`src/phone_ui_pkg.sv`:
```
`default_nettype none

package phone_ui_pkg;

	//////////////////////////////
	// call states
	//////////////////////////////
	typedef enum logic [2:0] {
		idle       = 3'd0, // no call
		incoming   = 3'd1, // node is being called
		outgoing   = 3'd2, // node is calling
		busy       = 3'd3, // call in progress
		initialize = 3'd5  // waiting for first enter
	} call_state_t;

	//////////////////////////////
	// menu items
	//////////////////////////////
	typedef enum logic [5:0] {
		call_number  = 6'd0,  // main menu
		volume       = 6'd1,
		get_num      = 6'd3,
		set_time     = 6'd4,
		dialing      = 6'd7,  // switches being set
		change_vol   = 6'd8,  // pending volume steps
		disp_num     = 6'd30, // empty leaf
		set_dt       = 6'd31, // empty leaf
		def_incoming = 6'd32, // incoming menu
		accept       = 6'd33,
		reject       = 6'd34,
		def_outgoing = 6'd36, // outgoing menu
		end_call     = 6'd37,
		def_busy     = 6'd38, // in-call menu
		end_call_b   = 6'd39,
		set_volume   = 6'd40,
		def_welcome  = 6'd50, // idle entry screen
		def_init     = 6'd51, // power-up screen
		def_sys      = 6'd53  // idle top level
	} menu_item_t;

	// ui -> application layer
	typedef enum logic [2:0] {
		ui_none   = 3'd0,
		make_call = 3'd1,
		stop_call = 3'd2
	} ui_cmd_t;

	// application layer -> ui
	typedef enum logic [2:0] {
		app_none      = 3'd0,
		connected     = 3'd1, // far end picked up
		failed        = 3'd4, // dropped or never went through
		incoming_call = 3'd5,
		call_ended    = 3'd6
	} app_cmd_t;

	//////////////////////////////
	// buses
	//////////////////////////////
	typedef struct packed {
		logic enter;
		logic up;
		logic down;
		logic left;
		logic right;
	} buttons_t;

	// one-cycle strobes, at most one set
	typedef struct packed {
		logic step_up;
		logic step_down;
		logic commit;
		logic cancel;
	} vol_ctrl_t;

	typedef logic [4:0] volume_t;
	localparam volume_t VOLUME_MAX = '1; // 31, top of the range

	typedef logic [10:0] text_addr_t; // address or length into text memory

	typedef struct packed {
		logic       start;  // one-cycle kick for the scroller
		text_addr_t addr;
		text_addr_t length;
	} text_req_t;

	typedef logic [7:0] phone_num_t; // node address on the network

endpackage

`default_nettype wire

```
`src/call_fsm.sv`:
```
`timescale 1ns/1ps
`default_nettype none

module call_fsm (
	input wire clk,
	input wire reset,
	input wire phone_ui_pkg::buttons_t buttons,
	input wire phone_ui_pkg::phone_num_t dial_switches,
	input wire phone_ui_pkg::app_cmd_t app_command,
	output phone_ui_pkg::call_state_t call_state,
	output phone_ui_pkg::menu_item_t menu_item,
	output phone_ui_pkg::ui_cmd_t ui_command,
	output phone_ui_pkg::phone_num_t dial_address,
	output phone_ui_pkg::vol_ctrl_t vol_ctrl
);

	phone_ui_pkg::buttons_t   btn_q; // sampled buttons
	phone_ui_pkg::app_cmd_t   app_q; // sampled app report
	phone_ui_pkg::phone_num_t sw_q;  // sampled switches

	//////////////////////////////
	// input sampling
	//////////////////////////////
	always_ff @(posedge clk) begin
		if (reset) begin
			btn_q <= '0;
			app_q <= phone_ui_pkg::app_none;
		end else begin
			btn_q <= buttons;
			app_q <= app_command;
		end
	end

	always_ff @(posedge clk)
		sw_q <= dial_switches;

	//////////////////////////////
	// call state + menu
	//////////////////////////////
	always_ff @(posedge clk) begin
		vol_ctrl <= '0; // strobes, one cycle only
		if (reset) begin
			call_state <= phone_ui_pkg::initialize;
			menu_item  <= phone_ui_pkg::def_init;
			ui_command <= phone_ui_pkg::ui_none;
		end else begin
			case (call_state)
				phone_ui_pkg::initialize: begin
					if (btn_q.enter) begin
						call_state <= phone_ui_pkg::idle;
						menu_item  <= phone_ui_pkg::def_welcome;
						ui_command <= phone_ui_pkg::ui_none;
					end
				end

				phone_ui_pkg::idle: begin
					if (app_q == phone_ui_pkg::incoming_call) begin // wins over buttons
						call_state <= phone_ui_pkg::incoming;
						menu_item  <= phone_ui_pkg::def_incoming;
					end else if (btn_q.up) begin // previous item
						case (menu_item)
							phone_ui_pkg::call_number: menu_item <= phone_ui_pkg::set_time;
							phone_ui_pkg::volume: menu_item <= phone_ui_pkg::call_number;
							phone_ui_pkg::get_num: menu_item <= phone_ui_pkg::volume;
							phone_ui_pkg::set_time: menu_item <= phone_ui_pkg::get_num;
							phone_ui_pkg::change_vol: vol_ctrl.step_up <= 1'b1;
							default: ;
						endcase
					end else if (btn_q.down) begin // next item
						case (menu_item)
							phone_ui_pkg::call_number: menu_item <= phone_ui_pkg::volume;
							phone_ui_pkg::volume: menu_item <= phone_ui_pkg::get_num;
							phone_ui_pkg::get_num: menu_item <= phone_ui_pkg::set_time;
							phone_ui_pkg::set_time: menu_item <= phone_ui_pkg::call_number;
							phone_ui_pkg::change_vol: vol_ctrl.step_down <= 1'b1;
							default: ;
						endcase
					end else if (btn_q.enter || btn_q.right) begin // select
						case (menu_item)
							phone_ui_pkg::def_welcome,
							phone_ui_pkg::def_sys: menu_item <= phone_ui_pkg::call_number;
							phone_ui_pkg::volume: menu_item <= phone_ui_pkg::change_vol;
							phone_ui_pkg::get_num: menu_item <= phone_ui_pkg::disp_num;
							phone_ui_pkg::set_time: menu_item <= phone_ui_pkg::set_dt;
							phone_ui_pkg::call_number: menu_item <= phone_ui_pkg::dialing;
							phone_ui_pkg::change_vol: begin
								vol_ctrl.commit <= 1'b1; // keep new level
								menu_item       <= phone_ui_pkg::volume;
							end
							phone_ui_pkg::dialing: begin
								dial_address <= sw_q; // number from the switches
								ui_command   <= phone_ui_pkg::make_call;
								call_state   <= phone_ui_pkg::outgoing;
								menu_item    <= phone_ui_pkg::def_outgoing;
							end
							default: ;
						endcase
					end else if (btn_q.left) begin // one level up
						case (menu_item)
							phone_ui_pkg::call_number,
							phone_ui_pkg::volume,
							phone_ui_pkg::get_num,
							phone_ui_pkg::set_time: menu_item <= phone_ui_pkg::def_sys;
							phone_ui_pkg::dialing: menu_item <= phone_ui_pkg::call_number;
							phone_ui_pkg::change_vol: begin
								vol_ctrl.cancel <= 1'b1; // drop pending steps
								menu_item       <= phone_ui_pkg::volume;
							end
							phone_ui_pkg::disp_num: menu_item <= phone_ui_pkg::get_num;
							phone_ui_pkg::set_dt: menu_item <= phone_ui_pkg::set_time;
							default: ;
						endcase
					end
				end

				phone_ui_pkg::incoming: begin
					if (btn_q.up) begin
						case (menu_item)
							phone_ui_pkg::def_incoming: menu_item <= phone_ui_pkg::reject;
							phone_ui_pkg::accept: menu_item <= phone_ui_pkg::def_incoming;
							default: menu_item <= phone_ui_pkg::accept;
						endcase
					end else if (btn_q.down) begin
						case (menu_item)
							phone_ui_pkg::def_incoming: menu_item <= phone_ui_pkg::accept;
							phone_ui_pkg::accept: menu_item <= phone_ui_pkg::reject;
							default: menu_item <= phone_ui_pkg::def_incoming;
						endcase
					end else if (btn_q.enter) begin
						if (menu_item == phone_ui_pkg::reject) begin
							call_state <= phone_ui_pkg::idle;
							menu_item  <= phone_ui_pkg::def_sys;
							ui_command <= phone_ui_pkg::ui_none;
						end else begin // def_incoming answers too
							call_state <= phone_ui_pkg::busy;
							menu_item  <= phone_ui_pkg::def_busy;
						end
					end
				end

				phone_ui_pkg::outgoing: begin
					if (app_q == phone_ui_pkg::connected) begin
						call_state <= phone_ui_pkg::busy;
						menu_item  <= phone_ui_pkg::def_busy;
					end else if (app_q == phone_ui_pkg::failed ||
							app_q == phone_ui_pkg::call_ended) begin
						call_state <= phone_ui_pkg::idle;
						menu_item  <= phone_ui_pkg::def_sys;
						ui_command <= phone_ui_pkg::ui_none;
					end else if (btn_q.up || btn_q.down) begin // two items, toggle
						menu_item <= (menu_item == phone_ui_pkg::end_call) ?
							phone_ui_pkg::def_outgoing : phone_ui_pkg::end_call;
					end else if (btn_q.enter && menu_item == phone_ui_pkg::end_call) begin
						ui_command <= phone_ui_pkg::stop_call; // wait for call_ended
					end
				end

				phone_ui_pkg::busy: begin
					if (app_q == phone_ui_pkg::call_ended) begin
						call_state <= phone_ui_pkg::idle;
						menu_item  <= phone_ui_pkg::def_sys;
						ui_command <= phone_ui_pkg::ui_none;
					end else if (btn_q.up) begin
						case (menu_item)
							phone_ui_pkg::def_busy: menu_item <= phone_ui_pkg::set_volume;
							phone_ui_pkg::end_call_b: menu_item <= phone_ui_pkg::def_busy;
							phone_ui_pkg::set_volume: menu_item <= phone_ui_pkg::end_call_b;
							default: vol_ctrl.step_up <= 1'b1; // change_vol
						endcase
					end else if (btn_q.down) begin
						case (menu_item)
							phone_ui_pkg::def_busy: menu_item <= phone_ui_pkg::end_call_b;
							phone_ui_pkg::end_call_b: menu_item <= phone_ui_pkg::set_volume;
							phone_ui_pkg::set_volume: menu_item <= phone_ui_pkg::def_busy;
							default: vol_ctrl.step_down <= 1'b1;
						endcase
					end else if (btn_q.enter) begin
						case (menu_item)
							phone_ui_pkg::end_call_b: ui_command <= phone_ui_pkg::stop_call;
							phone_ui_pkg::set_volume: menu_item <= phone_ui_pkg::change_vol;
							phone_ui_pkg::change_vol: vol_ctrl.commit <= 1'b1; // stay
							default: ;
						endcase
					end else if (btn_q.left && menu_item == phone_ui_pkg::change_vol) begin
						vol_ctrl.cancel <= 1'b1;
						menu_item       <= phone_ui_pkg::set_volume;
					end
				end

				default: begin // unused code, back to power-up
					call_state <= phone_ui_pkg::initialize;
					menu_item  <= phone_ui_pkg::def_init;
				end
			endcase
		end
	end

	//////////////////////////////
	// checks
	//////////////////////////////
	a_state_legal: assert property (@(posedge clk) disable iff (reset)
		call_state inside {phone_ui_pkg::idle, phone_ui_pkg::incoming,
			phone_ui_pkg::outgoing, phone_ui_pkg::busy, phone_ui_pkg::initialize});

	a_step_excl: assert property (@(posedge clk) disable iff (reset)
		!(vol_ctrl.step_up && vol_ctrl.step_down));

endmodule

`default_nettype wire

```
`src/volume_counter.sv`:
```
`timescale 1ns/1ps
`default_nettype none

module volume_counter #(
	parameter phone_ui_pkg::volume_t DEFAULT_VOLUME = 5'd16
) (
	input wire clk,
	input wire reset,
	input wire phone_ui_pkg::vol_ctrl_t vol_ctrl,
	output phone_ui_pkg::volume_t headphone_volume
);

	phone_ui_pkg::volume_t pending;   // level while the user is still stepping
	phone_ui_pkg::volume_t committed; // level the headphones actually get

	always_ff @(posedge clk) begin
		if (reset) begin
			pending   <= DEFAULT_VOLUME;
			committed <= DEFAULT_VOLUME;
		end else begin
			if (vol_ctrl.step_up && pending != phone_ui_pkg::VOLUME_MAX)
				pending <= pending + 5'd1; // saturate at top
			else if (vol_ctrl.step_down && pending != '0)
				pending <= pending - 5'd1; // saturate at zero
			else if (vol_ctrl.cancel)
				pending <= committed; // throw away the steps

			if (vol_ctrl.commit)
				committed <= pending;
		end
	end

	assign headphone_volume = committed;

	//////////////////////////////
	// checks
	//////////////////////////////

	// fsm never asks for both in the same cycle
	a_commit_cancel_excl: assert property (@(posedge clk) disable iff (reset)
		!(vol_ctrl.commit && vol_ctrl.cancel));

endmodule

`default_nettype wire

```
`src/menu_text_lut.sv`:
```
`timescale 1ns/1ps
`default_nettype none

module menu_text_lut (
	input wire clk,
	input wire reset,
	input wire phone_ui_pkg::menu_item_t menu_item,
	output phone_ui_pkg::text_req_t text_req
);

	phone_ui_pkg::menu_item_t   prev_item; // item seen last cycle
	logic                       changed;
	logic                       has_text;  // item owns a string
	phone_ui_pkg::text_addr_t   lut_addr;
	phone_ui_pkg::text_addr_t   lut_len;

	assign changed = (menu_item != prev_item);

	//////////////////////////////
	// text table
	//////////////////////////////
	always_comb begin
		has_text = 1'b1;
		lut_addr = '0;
		lut_len  = '0;
		case (menu_item)
			phone_ui_pkg::def_init: begin // press enter to start ...
				lut_addr = 11'd0;
				lut_len  = 11'd45;
			end
			phone_ui_pkg::def_welcome: begin lut_addr = 11'd72;  lut_len = 11'd7;  end
			phone_ui_pkg::call_number: begin lut_addr = 11'd80;  lut_len = 11'd11; end
			phone_ui_pkg::volume:      begin lut_addr = 11'd92;  lut_len = 11'd20; end
			phone_ui_pkg::get_num:     begin lut_addr = 11'd468; lut_len = 11'd21; end
			phone_ui_pkg::set_time:    begin lut_addr = 11'd452; lut_len = 11'd15; end
			// incoming menu
			phone_ui_pkg::def_incoming: begin lut_addr = 11'd361; lut_len = 11'd13; end
			phone_ui_pkg::accept:       begin lut_addr = 11'd375; lut_len = 11'd20; end
			phone_ui_pkg::reject:       begin lut_addr = 11'd396; lut_len = 11'd20; end
			// outgoing menu
			phone_ui_pkg::def_outgoing: begin lut_addr = 11'd435; lut_len = 11'd7; end
			phone_ui_pkg::end_call:     begin lut_addr = 11'd443; lut_len = 11'd8; end
			// busy menu, end call shares its string
			phone_ui_pkg::end_call_b: begin lut_addr = 11'd443; lut_len = 11'd8;  end
			phone_ui_pkg::def_busy:   begin lut_addr = 11'd490; lut_len = 11'd12; end
			default: has_text = 1'b0; // leaf screens and def_sys have no string
		endcase
	end

	//////////////////////////////
	// request register
	//////////////////////////////
	always_ff @(posedge clk) begin
		if (reset) begin
			prev_item       <= phone_ui_pkg::def_init; // matches fsm reset, no pulse
			text_req.start  <= 1'b0;
			text_req.addr   <= 11'd0;
			text_req.length <= 11'd45;
		end else begin
			prev_item      <= menu_item;
			text_req.start <= changed && has_text;
			if (changed && has_text) begin
				text_req.addr   <= lut_addr;
				text_req.length <= lut_len;
			end // otherwise hold the last string
		end
	end

	// a change lasts one compare, so the kick is always a single cycle
	a_start_single: assert property (@(posedge clk) disable iff (reset)
		text_req.start |=> !text_req.start);

endmodule

`default_nettype wire

```
`src/phone_ui_top.sv`:
```
`timescale 1ns/1ps
`default_nettype none

module phone_ui_top #(
	parameter phone_ui_pkg::volume_t DEFAULT_VOLUME = 5'd16 // power-up headphone level
) (
	input wire clk,
	input wire reset,
	input wire phone_ui_pkg::buttons_t buttons,
	input wire phone_ui_pkg::phone_num_t dial_switches,
	input wire phone_ui_pkg::app_cmd_t app_command,
	output wire phone_ui_pkg::call_state_t call_state,
	output wire phone_ui_pkg::menu_item_t menu_item,
	output wire phone_ui_pkg::ui_cmd_t ui_command,
	output wire phone_ui_pkg::phone_num_t dial_address,
	output wire phone_ui_pkg::volume_t headphone_volume,
	output wire phone_ui_pkg::text_req_t text_req
);

	wire phone_ui_pkg::vol_ctrl_t vol_ctrl; // fsm -> volume steps

	//////////////////////////////
	// call control
	//////////////////////////////
	call_fsm u_call_fsm (
		.clk           (clk),
		.reset         (reset),
		.buttons       (buttons),
		.dial_switches (dial_switches),
		.app_command   (app_command),
		.call_state    (call_state),
		.menu_item     (menu_item),
		.ui_command    (ui_command),
		.dial_address  (dial_address),
		.vol_ctrl      (vol_ctrl)
	);

	// headphone level
	volume_counter #(
		.DEFAULT_VOLUME (DEFAULT_VOLUME)
	) u_volume_counter (
		.clk              (clk),
		.reset            (reset),
		.vol_ctrl         (vol_ctrl),
		.headphone_volume (headphone_volume)
	);

	// scroller text requests follow the menu
	menu_text_lut u_menu_text_lut (
		.clk       (clk),
		.reset     (reset),
		.menu_item (menu_item),
		.text_req  (text_req)
	);

endmodule

`default_nettype wire

```
`config.mk`:
```
export PLATFORM = sky130hd
export DESIGN_NAME = phone_ui_top
export DESIGN_NICKNAME = d
export VERILOG_FILES = /design/src/phone_ui_pkg.sv /design/src/call_fsm.sv /design/src/volume_counter.sv /design/src/menu_text_lut.sv /design/src/phone_ui_top.sv
export SDC_FILE = /design/constraint.sdc
export NUM_CORES = 1
export LEC_CHECK = 0
export BUFFER_PORTS_ARGS = -buffer_cell sky130_fd_sc_hd__buf_4
export CAP_MARGIN = 20
export CORE_MARGIN = 2
export CORE_UTILIZATION = 39
export DETAILED_ROUTE_END_ITERATION = 16
export GPL_TIMING_DRIVEN = 0
export PLACE_DENSITY = 0.55
export SETUP_SLACK_MARGIN = 0.5
export SLEW_MARGIN = 10
export SYNTH_ARGS = -nofsm -noshare
export SYNTH_HDL_FRONTEND = slang
export SYNTH_SLANG_ARGS = --single-unit
```
`constraint.sdc`:
```
create_clock -name clk -period 4.08 [get_ports clk]
set_input_delay 0 -clock clk [delete_from_list [all_inputs] [get_ports clk]]
set_output_delay 0 -clock clk [all_outputs]
set_load 0.05 [all_outputs]
```
==> results of run 1 <==
==> where the power goes <==
part	internal (uW)	switching [uW]	total, uW
Combinational	241	450	692
Clock	286	295	581
Sequential	756	31.2	787
==> synthesized netlist by cell type, types with 6 or more instances <==
cell type | count | share of area
inv_1 | 13 | 0.012
o21ai_1 | 6 | 0.0075
edfxtp_1 | 8 | 0.060
buf_4 | 9 | 0.017
a21oi_1 | 30 | 0.038
o21a_1 | 6 | 0.011
nand2_1 | 33 | 0.031
mux2i_1 | 20 | 0.050
a31oi_1 | 7 | 0.011
clkbuf_1 | 13 | 0.012
nand3_1 | 11 | 0.014
a211oi_1 | 6 | 0.011
nand2b_1 | 14 | 0.022
nor2b_1 | 20 | 0.031
nor2_1 | 43 | 0.040
dfxtp_1 | 63 | 0.32
or3_1 | 7 | 0.011
xor2_1 | 6 | 0.013
buf_2 | 15 | 0.019
nor3_1 | 13 | 0.016
o21ai_0 | 18 | 0.023
==> final timing paths <==
path	from	endpoint	slack (ns)	cells past startpoint
worst min register to register	u_call_fsm.sw_q[0]	u_call_fsm.dial_address[0]	0.41	0
worst max register to register	u_call_fsm.btn_q[4]	u_call_fsm.menu_item[0]	1.25	6
worst min-delay path	reset	u_menu_text_lut.prev_item[2]	0.20	2
worst max-delay path	u_call_fsm.btn_q[4]	u_call_fsm.menu_item[0]	1.25	6
==> cells by family after synthesis <==
| logic type | after synthesis |
|---|---|
| multiplexers | 22 |
| XOR/XNOR | 9 |
| adder cells (fa/ha/maj) | 3 |
| AND/OR/NAND/NOR | 182 |
| AO/OA/AOI/OAI | 126 |
| other | 1 |
| flip-flops | 71 |
| buffers and inverters | 55 |
==> routing by layer <==
layer	global-route usage	wire length, um	vias up
met5	0	0	-
met4	0.0781	210	0
met3	0.0346	675	15
met2	0.343	5470	133
met1	0.313	5720	1793
li1	-	-	1870
==> cell type report <==
cell class	instances	area (um^2)	area share
Buffer	42	210	0.0423
Clock buffer	10	128	0.0257
Clock inverter	6	67.6	0.0136
Inverter	13	48.8	0.00981
Multi-Input combinational cell	350	2260	0.455
Sequential cell	71	1500	0.302
Tap cell	133	166	0.0335
Timing Repair Buffer	73	586	0.118
==> worst reg2reg max path: stages (launching register included) <==
cell,delay (ns)
dfxtp_1,0.39
nor2_1,0.25
clkbuf_1,0.53
o2111a_1,0.34
o311ai_0,0.14
a2111oi_0,0.89
a21oi_1,0.15
==> state kept, by name (all words and copies together) (netlist names) <==
signal                             cells
u_menu_text_lut.prev_item              6
u_call_fsm.sw_q                        8
u_call_fsm.call_state                  3
u_call_fsm.menu_item                   6
u_volume_counter.headphone_volume      5
u_call_fsm.btn_q                       5
u_call_fsm.dial_address                8
u_menu_text_lut.text_req              16
u_volume_counter.pending               5
u_call_fsm.app_q                       3
u_call_fsm.ui_command                  2
u_call_fsm.vol_ctrl                    4
==> stage by stage <==
step	instances	util	setup WS (ns)
detailed placement	665	0.468	1.39
global placement	665	0.468	1.28
global route	698	0.504	1.24
floorplan	476	-	1.61
CTS	697	0.504	1.37
finish	698	0.504	1.25
==> impl_metrics.csv, run 1 <==
group,metric,value,unit
run,drv_cap,0,
final_layout,area_growth,24.3,%
power_and_ir_drop,p_per_area,414,mW/mm^2
yosys,synthAdderAreaFrac,0.00939,
yosys,yosysWarnings,0,
clocking,cts_tree,"built",
place,port_buffers,56,
yosys,syn_inst,469,
outcome,outcome,"finished clean",
final_layout,n_antenna_cell,0,
yosys,synth.lib_cells_used.distinct,73,
final_layout,final_common_cell,"buf_4",
yosys,synth_top_family_by_area,"simple AND/OR/NAND/NOR gates",
final_layout,final_area,0.00497,mm^2
clocking,clk_pin_slew,0.09,ns
power_and_ir_drop,total_leakage_power,0.00194,uW
yosys,syn-cell-area,0.00400,mm^2
setup_path,startpoint_type,"flop",
clocking,clk_latency,0.36,ns
route,wl_per_cell,17.3,um
clocking,cts_buffers,9,
global_routing,grt_util_all_layers,0.222,
final_layout,drive_above_1_share,0.196,
yosys,synth_edf_count,8,
place,gp_congestion,0.916,
yosys,syn_area_per_cell,8.53,um^2
setup_path,slowest_delay,0.89,ns
route,drtPass1Iterations,5,
floorplanning,fp-row-count,36,
yosys,synth_simple_gate_area_frac,0.249,
final_layout,nets,581,
setup_path,path_cells,"nor2_1 -> clkbuf_1 -> o2111a_1 -> o311ai_0 -> a2111oi_0 -> a21oi_1",
sta,hold_viol_final,0,
setup_path,critPathKind,"reg -> reg",
global_routing,antenna_found_initial,0,
yosys,synthXorXnorAreaFrac,0.0197,
clocking,clockBufferDepth,2,
clocking,ctsHoldBuffers,16,
clocking,cts_resized,0,
clocking,cts_sinks,71,
sta,fin_crit_sh,0.694,
sta,tightest_slew,0.958,ns
sta,worst_hold_slack,0.197,ns
setup_path,cp-end-kind,"flop",
global_routing,grt_pass1_wl,19.3,mm
clocking,cts_setup_buffers,0,
setup_path,crit_buf_inv,1,
power_and_ir_drop,finalPower,2060,uW
sta,finalMaxSlewViolations,0,
floorplanning,die_width,105,um
route,drt_wl_total,12.1,mm
yosys,synth_compound_area_frac,0.223,
floorplanning,ioPinCount,66,
yosys,async_reset_ff_frac,0,
setup_path,critPathMaxFanout,10,
global_routing,grt_pass1_vias,3559,
floorplanning,core-area,0.00986,mm^2
setup_path,required,4.30,ns
sta,rsz0062_at_grt,"false",
sta,skew,0.0148,ns
clocking,cts_max_level,3,
clocking,root_buffer,"clkbuf_8",
global_routing,grt-ovfl-total,0,
setup_path,crit_path_top_delay_cell,"a2111oi_0",
route,drt_iter0_markers,362,
route,num_vias,3811,
yosys,muxShareOfSynthArea,0.0576,
floorplanning,die_h,105,um
hold_path,hold_class,"in -> reg",
floorplanning,die_area,0.0111,mm^2
final_layout,fill_cells,987,
yosys,seq_area_frac_synth,0.375,
sta,finalCriticalPeriod,2.83,ns
sta,relSlewSlack,0.345,
yosys,ys_seq_elements,71,
sta,report.final.setup_viol,0,
setup_path,cp_top_family,"compound AO/OA/AOI/OAI gates",
global_routing,grt_max_degree,14,
floorplanning,start_util,0.405,
place,dpl.hpwl,8.71,mm
route,drcViolationCount,0,
final_layout,layout_common_cells,"buf_4, dfxtp_1, nor2_1",
power_and_ir_drop,ir_drop,298,uV
yosys,ys.flop_type,"dfxtp_1",
route,drtAntennaViolNets,0,
place,post_dp_cell_area,0.00461,mm^2
sta,timing.fmax,353,MHz
route,viasPerCell,5.46,
setup_path,cp.arrival,3.05,ns
sta,setup_tns,0,ns
Power figures use the tool's default switching activity.
==> inputs of run 2 (changes only) <==
- PLACE_DENSITY: 0.55 -> 0.57
- clock period: 4.08 -> 2.5 ns (I/O delays scaled with it)
==> run 2 against run 1 <==
- sequential cell count unchanged
- routed wire length increased by 3.0%
- fmax increased by 27%
- final cell count increased by 2.4%
- via count increased by 4.2%
- largest power group unchanged
- first-iteration DRC count decreased by 5.8%
- critical path depth increased by 1
- clock power increased by 81%
- critical endpoint is now u_call_fsm.menu_item[3]
- critical path type unchanged
==> impl_metrics.csv, run 2 (same netlist as run 1, synthesis figures left out) <==
group,metric,value,unit
global_routing,grt_max_degree,15,
power_and_ir_drop,p_comb_frac,0.355,
power_and_ir_drop,pwr-share-clk,0.290,
clocking,cts_buffers,9,
sta,finalMaxSlewViolations,0,
route,drt_iter0_markers,341,
global_routing,antenna_found_initial,0,
sta,tightest_slew,0.730,ns
final_layout,regArea,0.00153,mm^2
setup_path,r2r_setup_slack,0.27,ns
sta,hold_viol_final,0,
floorplanning,die_area,0.0111,mm^2
floorplanning,start_util,0.405,
clocking,cts_sinks,71,
clocking,cts_tree,"built",
route,viasPerCell,5.55,
setup_path,rr_endpoint,"u_call_fsm.menu_item[3]",
hold_path,hold_end,"u_menu_text_lut.prev_item[2]",
power_and_ir_drop,internal_power,2310,uW
outcome,outcome,"finished clean",
clocking,clk_pin_slew,0.08,ns
sta,report.final.setup_viol,0,
global_routing,grt_util_all_layers,0.224,
hold_path,hold_path.startpoint,"reset",
setup_path,startpoint_type,"flop",
floorplanning,ioPinCount,66,
clocking,cts_max_level,3,
global_routing,grt_pass1_vias,3800,
place,gp_congestion,0.953,
route,drt_wl_total,12.4,mm
floorplanning,die_width,105,um
run,drv_cap,0,
final_layout,nets,598,
floorplanning,die_h,105,um
power_and_ir_drop,switching_power,1310,uW
route,drtPass1Iterations,6,
final_layout,largest_reg_flops,16,
hold_path,hold_class,"in -> reg",
place,port_buffers,56,
route,drtAntennaViolNets,0,
final_layout,area_growth,37.6,%
place,dpl.hpwl,8.74,mm
setup_path,cp-end-kind,"flop",
power_and_ir_drop,power_frac_seq,0.355,
clocking,clk_latency,0.35,ns
power_and_ir_drop,total_leakage_power,0.00214,uW
clocking,root_buffer,"clkbuf_8",
final_layout,n_antenna_cell,0,
setup_path,critPathMaxFanout,4,
sta,setup_tns,0,ns
floorplanning,core-area,0.00986,mm^2
route,drcViolationCount,0,
sta,worst_hold_slack,0.160,ns
final_layout,drive_above_1_share,0.325,
setup_path,cp.arrival,2.48,ns
final_layout,top_regs,"u_menu_text_lut.text_req (16), u_call_fsm.dial_address (8), u_call_fsm.sw_q (8)",
setup_path,r2r_cells,7,
sta,relSlewSlack,0.513,
sta,rsz0062_at_grt,"true",
sta,skew,0.00442,ns
global_routing,grt-ovfl-total,0,
final_layout,final_common_cell,"buf_4",
route,num_vias,3970,
sta,fin_crit_sh,0.894,
final_layout,fill_cells,905,
global_routing,grt_pass1_wl,19.6,mm
power_and_ir_drop,p_per_area,659,mW/mm^2
setup_path,required,2.75,ns
setup_path,r2r_start,"u_call_fsm.menu_item[0]",
final_layout,layout_common_cells,"buf_4, dfxtp_1, nor2_1",
floorplanning,fp-row-count,36,
sta,finalCriticalPeriod,2.23,ns
setup_path,critPathKind,"reg -> reg",
power_and_ir_drop,ir_drop,325,uV
final_layout,regMostFlops,"u_menu_text_lut.text_req",
final_layout,multiInputGateArea,0.00253,mm^2
power_and_ir_drop,p_sw_frac,0.362,
route,wl_per_cell,17.4,um
clocking,clockBufferDepth,2,
hold_path,min_path_cells,2,
sta,timing.fmax,448,MHz
-- run 2: power by group through the flow --
stage | clock, uW | combinational (uW) | sequential (uW)
floorplan | 0 | 603 | 1530
global placement | 0 | 1110 | 1310
detailed placement | 0 | 1110 | 1310
CTS | 1080 | 1240 | 1290
global route | 1140 | 1370 | 1300
finish | 1050 | 1290 | 1290
-- run 2: worst max path at each step --
stage                            start                  endpoint  slack (ns)  cells after the start
3_5_place_dp   u_call_fsm.menu_item[5]  u_call_fsm.ui_command[0]        0.08                      7
2_1_floorplan  u_call_fsm.menu_item[1]   u_call_fsm.menu_item[2]        0.29                      7
3_3_place_gp       u_call_fsm.btn_q[4]   u_call_fsm.menu_item[0]        0.09                      6
4_1_cts        u_call_fsm.menu_item[0]   u_call_fsm.menu_item[3]        0.30                      7
5_1_grt        u_call_fsm.menu_item[1]   u_call_fsm.menu_item[3]        0.21                      8
6_report       u_call_fsm.menu_item[0]   u_call_fsm.menu_item[3]        0.27                      7
-- run 2: layer usage --
layer  track usage  routed length (um)
met2         0.360                5780
met5             0                   0
met3        0.0451                 740
met4         0.104                 408
met1         0.290                5500
-- run 2: timing repair --
item,in CTS,in global routing
gates resized for setup,46,27
pin swaps,17,7
hold endpoints to repair,16,0
buffers inserted,12,6
gates cloned,0,0
hold buffers,16,0
setup endpoints to repair,38,41
-- run 2: metrics by stage --
stage	utilization	instance area (um^2)	instances	power [uW]	setup WS [ns]
2_1_floorplan	-	4120	476	2130	0.287
3_3_place_gp	0.477	4700	665	2420	0.0926
3_5_place_dp	0.477	4700	665	2420	0.0815
4_1_cts	0.544	5360	709	3610	0.301
5_1_grt	0.558	5500	715	3800	0.214
6_report	0.558	5500	715	3630	0.266
-- run 2: cell type report --
type	count	share of cell area
buffer	42	0.0498
clock buffer	9	0.0225
clock inverter	7	0.0191
inverter	13	0.00887
multi-input combinational	350	0.459
sequential	71	0.278
tap	133	0.0302
timing repair buffer	90	0.132
-- run 2: worst max-delay path, cell delays in order, from the launching register on --
cell	delay, ns
dfxtp_4	0.37
or4b_4	0.59
a211oi_2	0.24
a311oi_2	0.09
a211oi_4	0.22
and3_4	0.22
buf_6	0.11
mux2_4	0.29
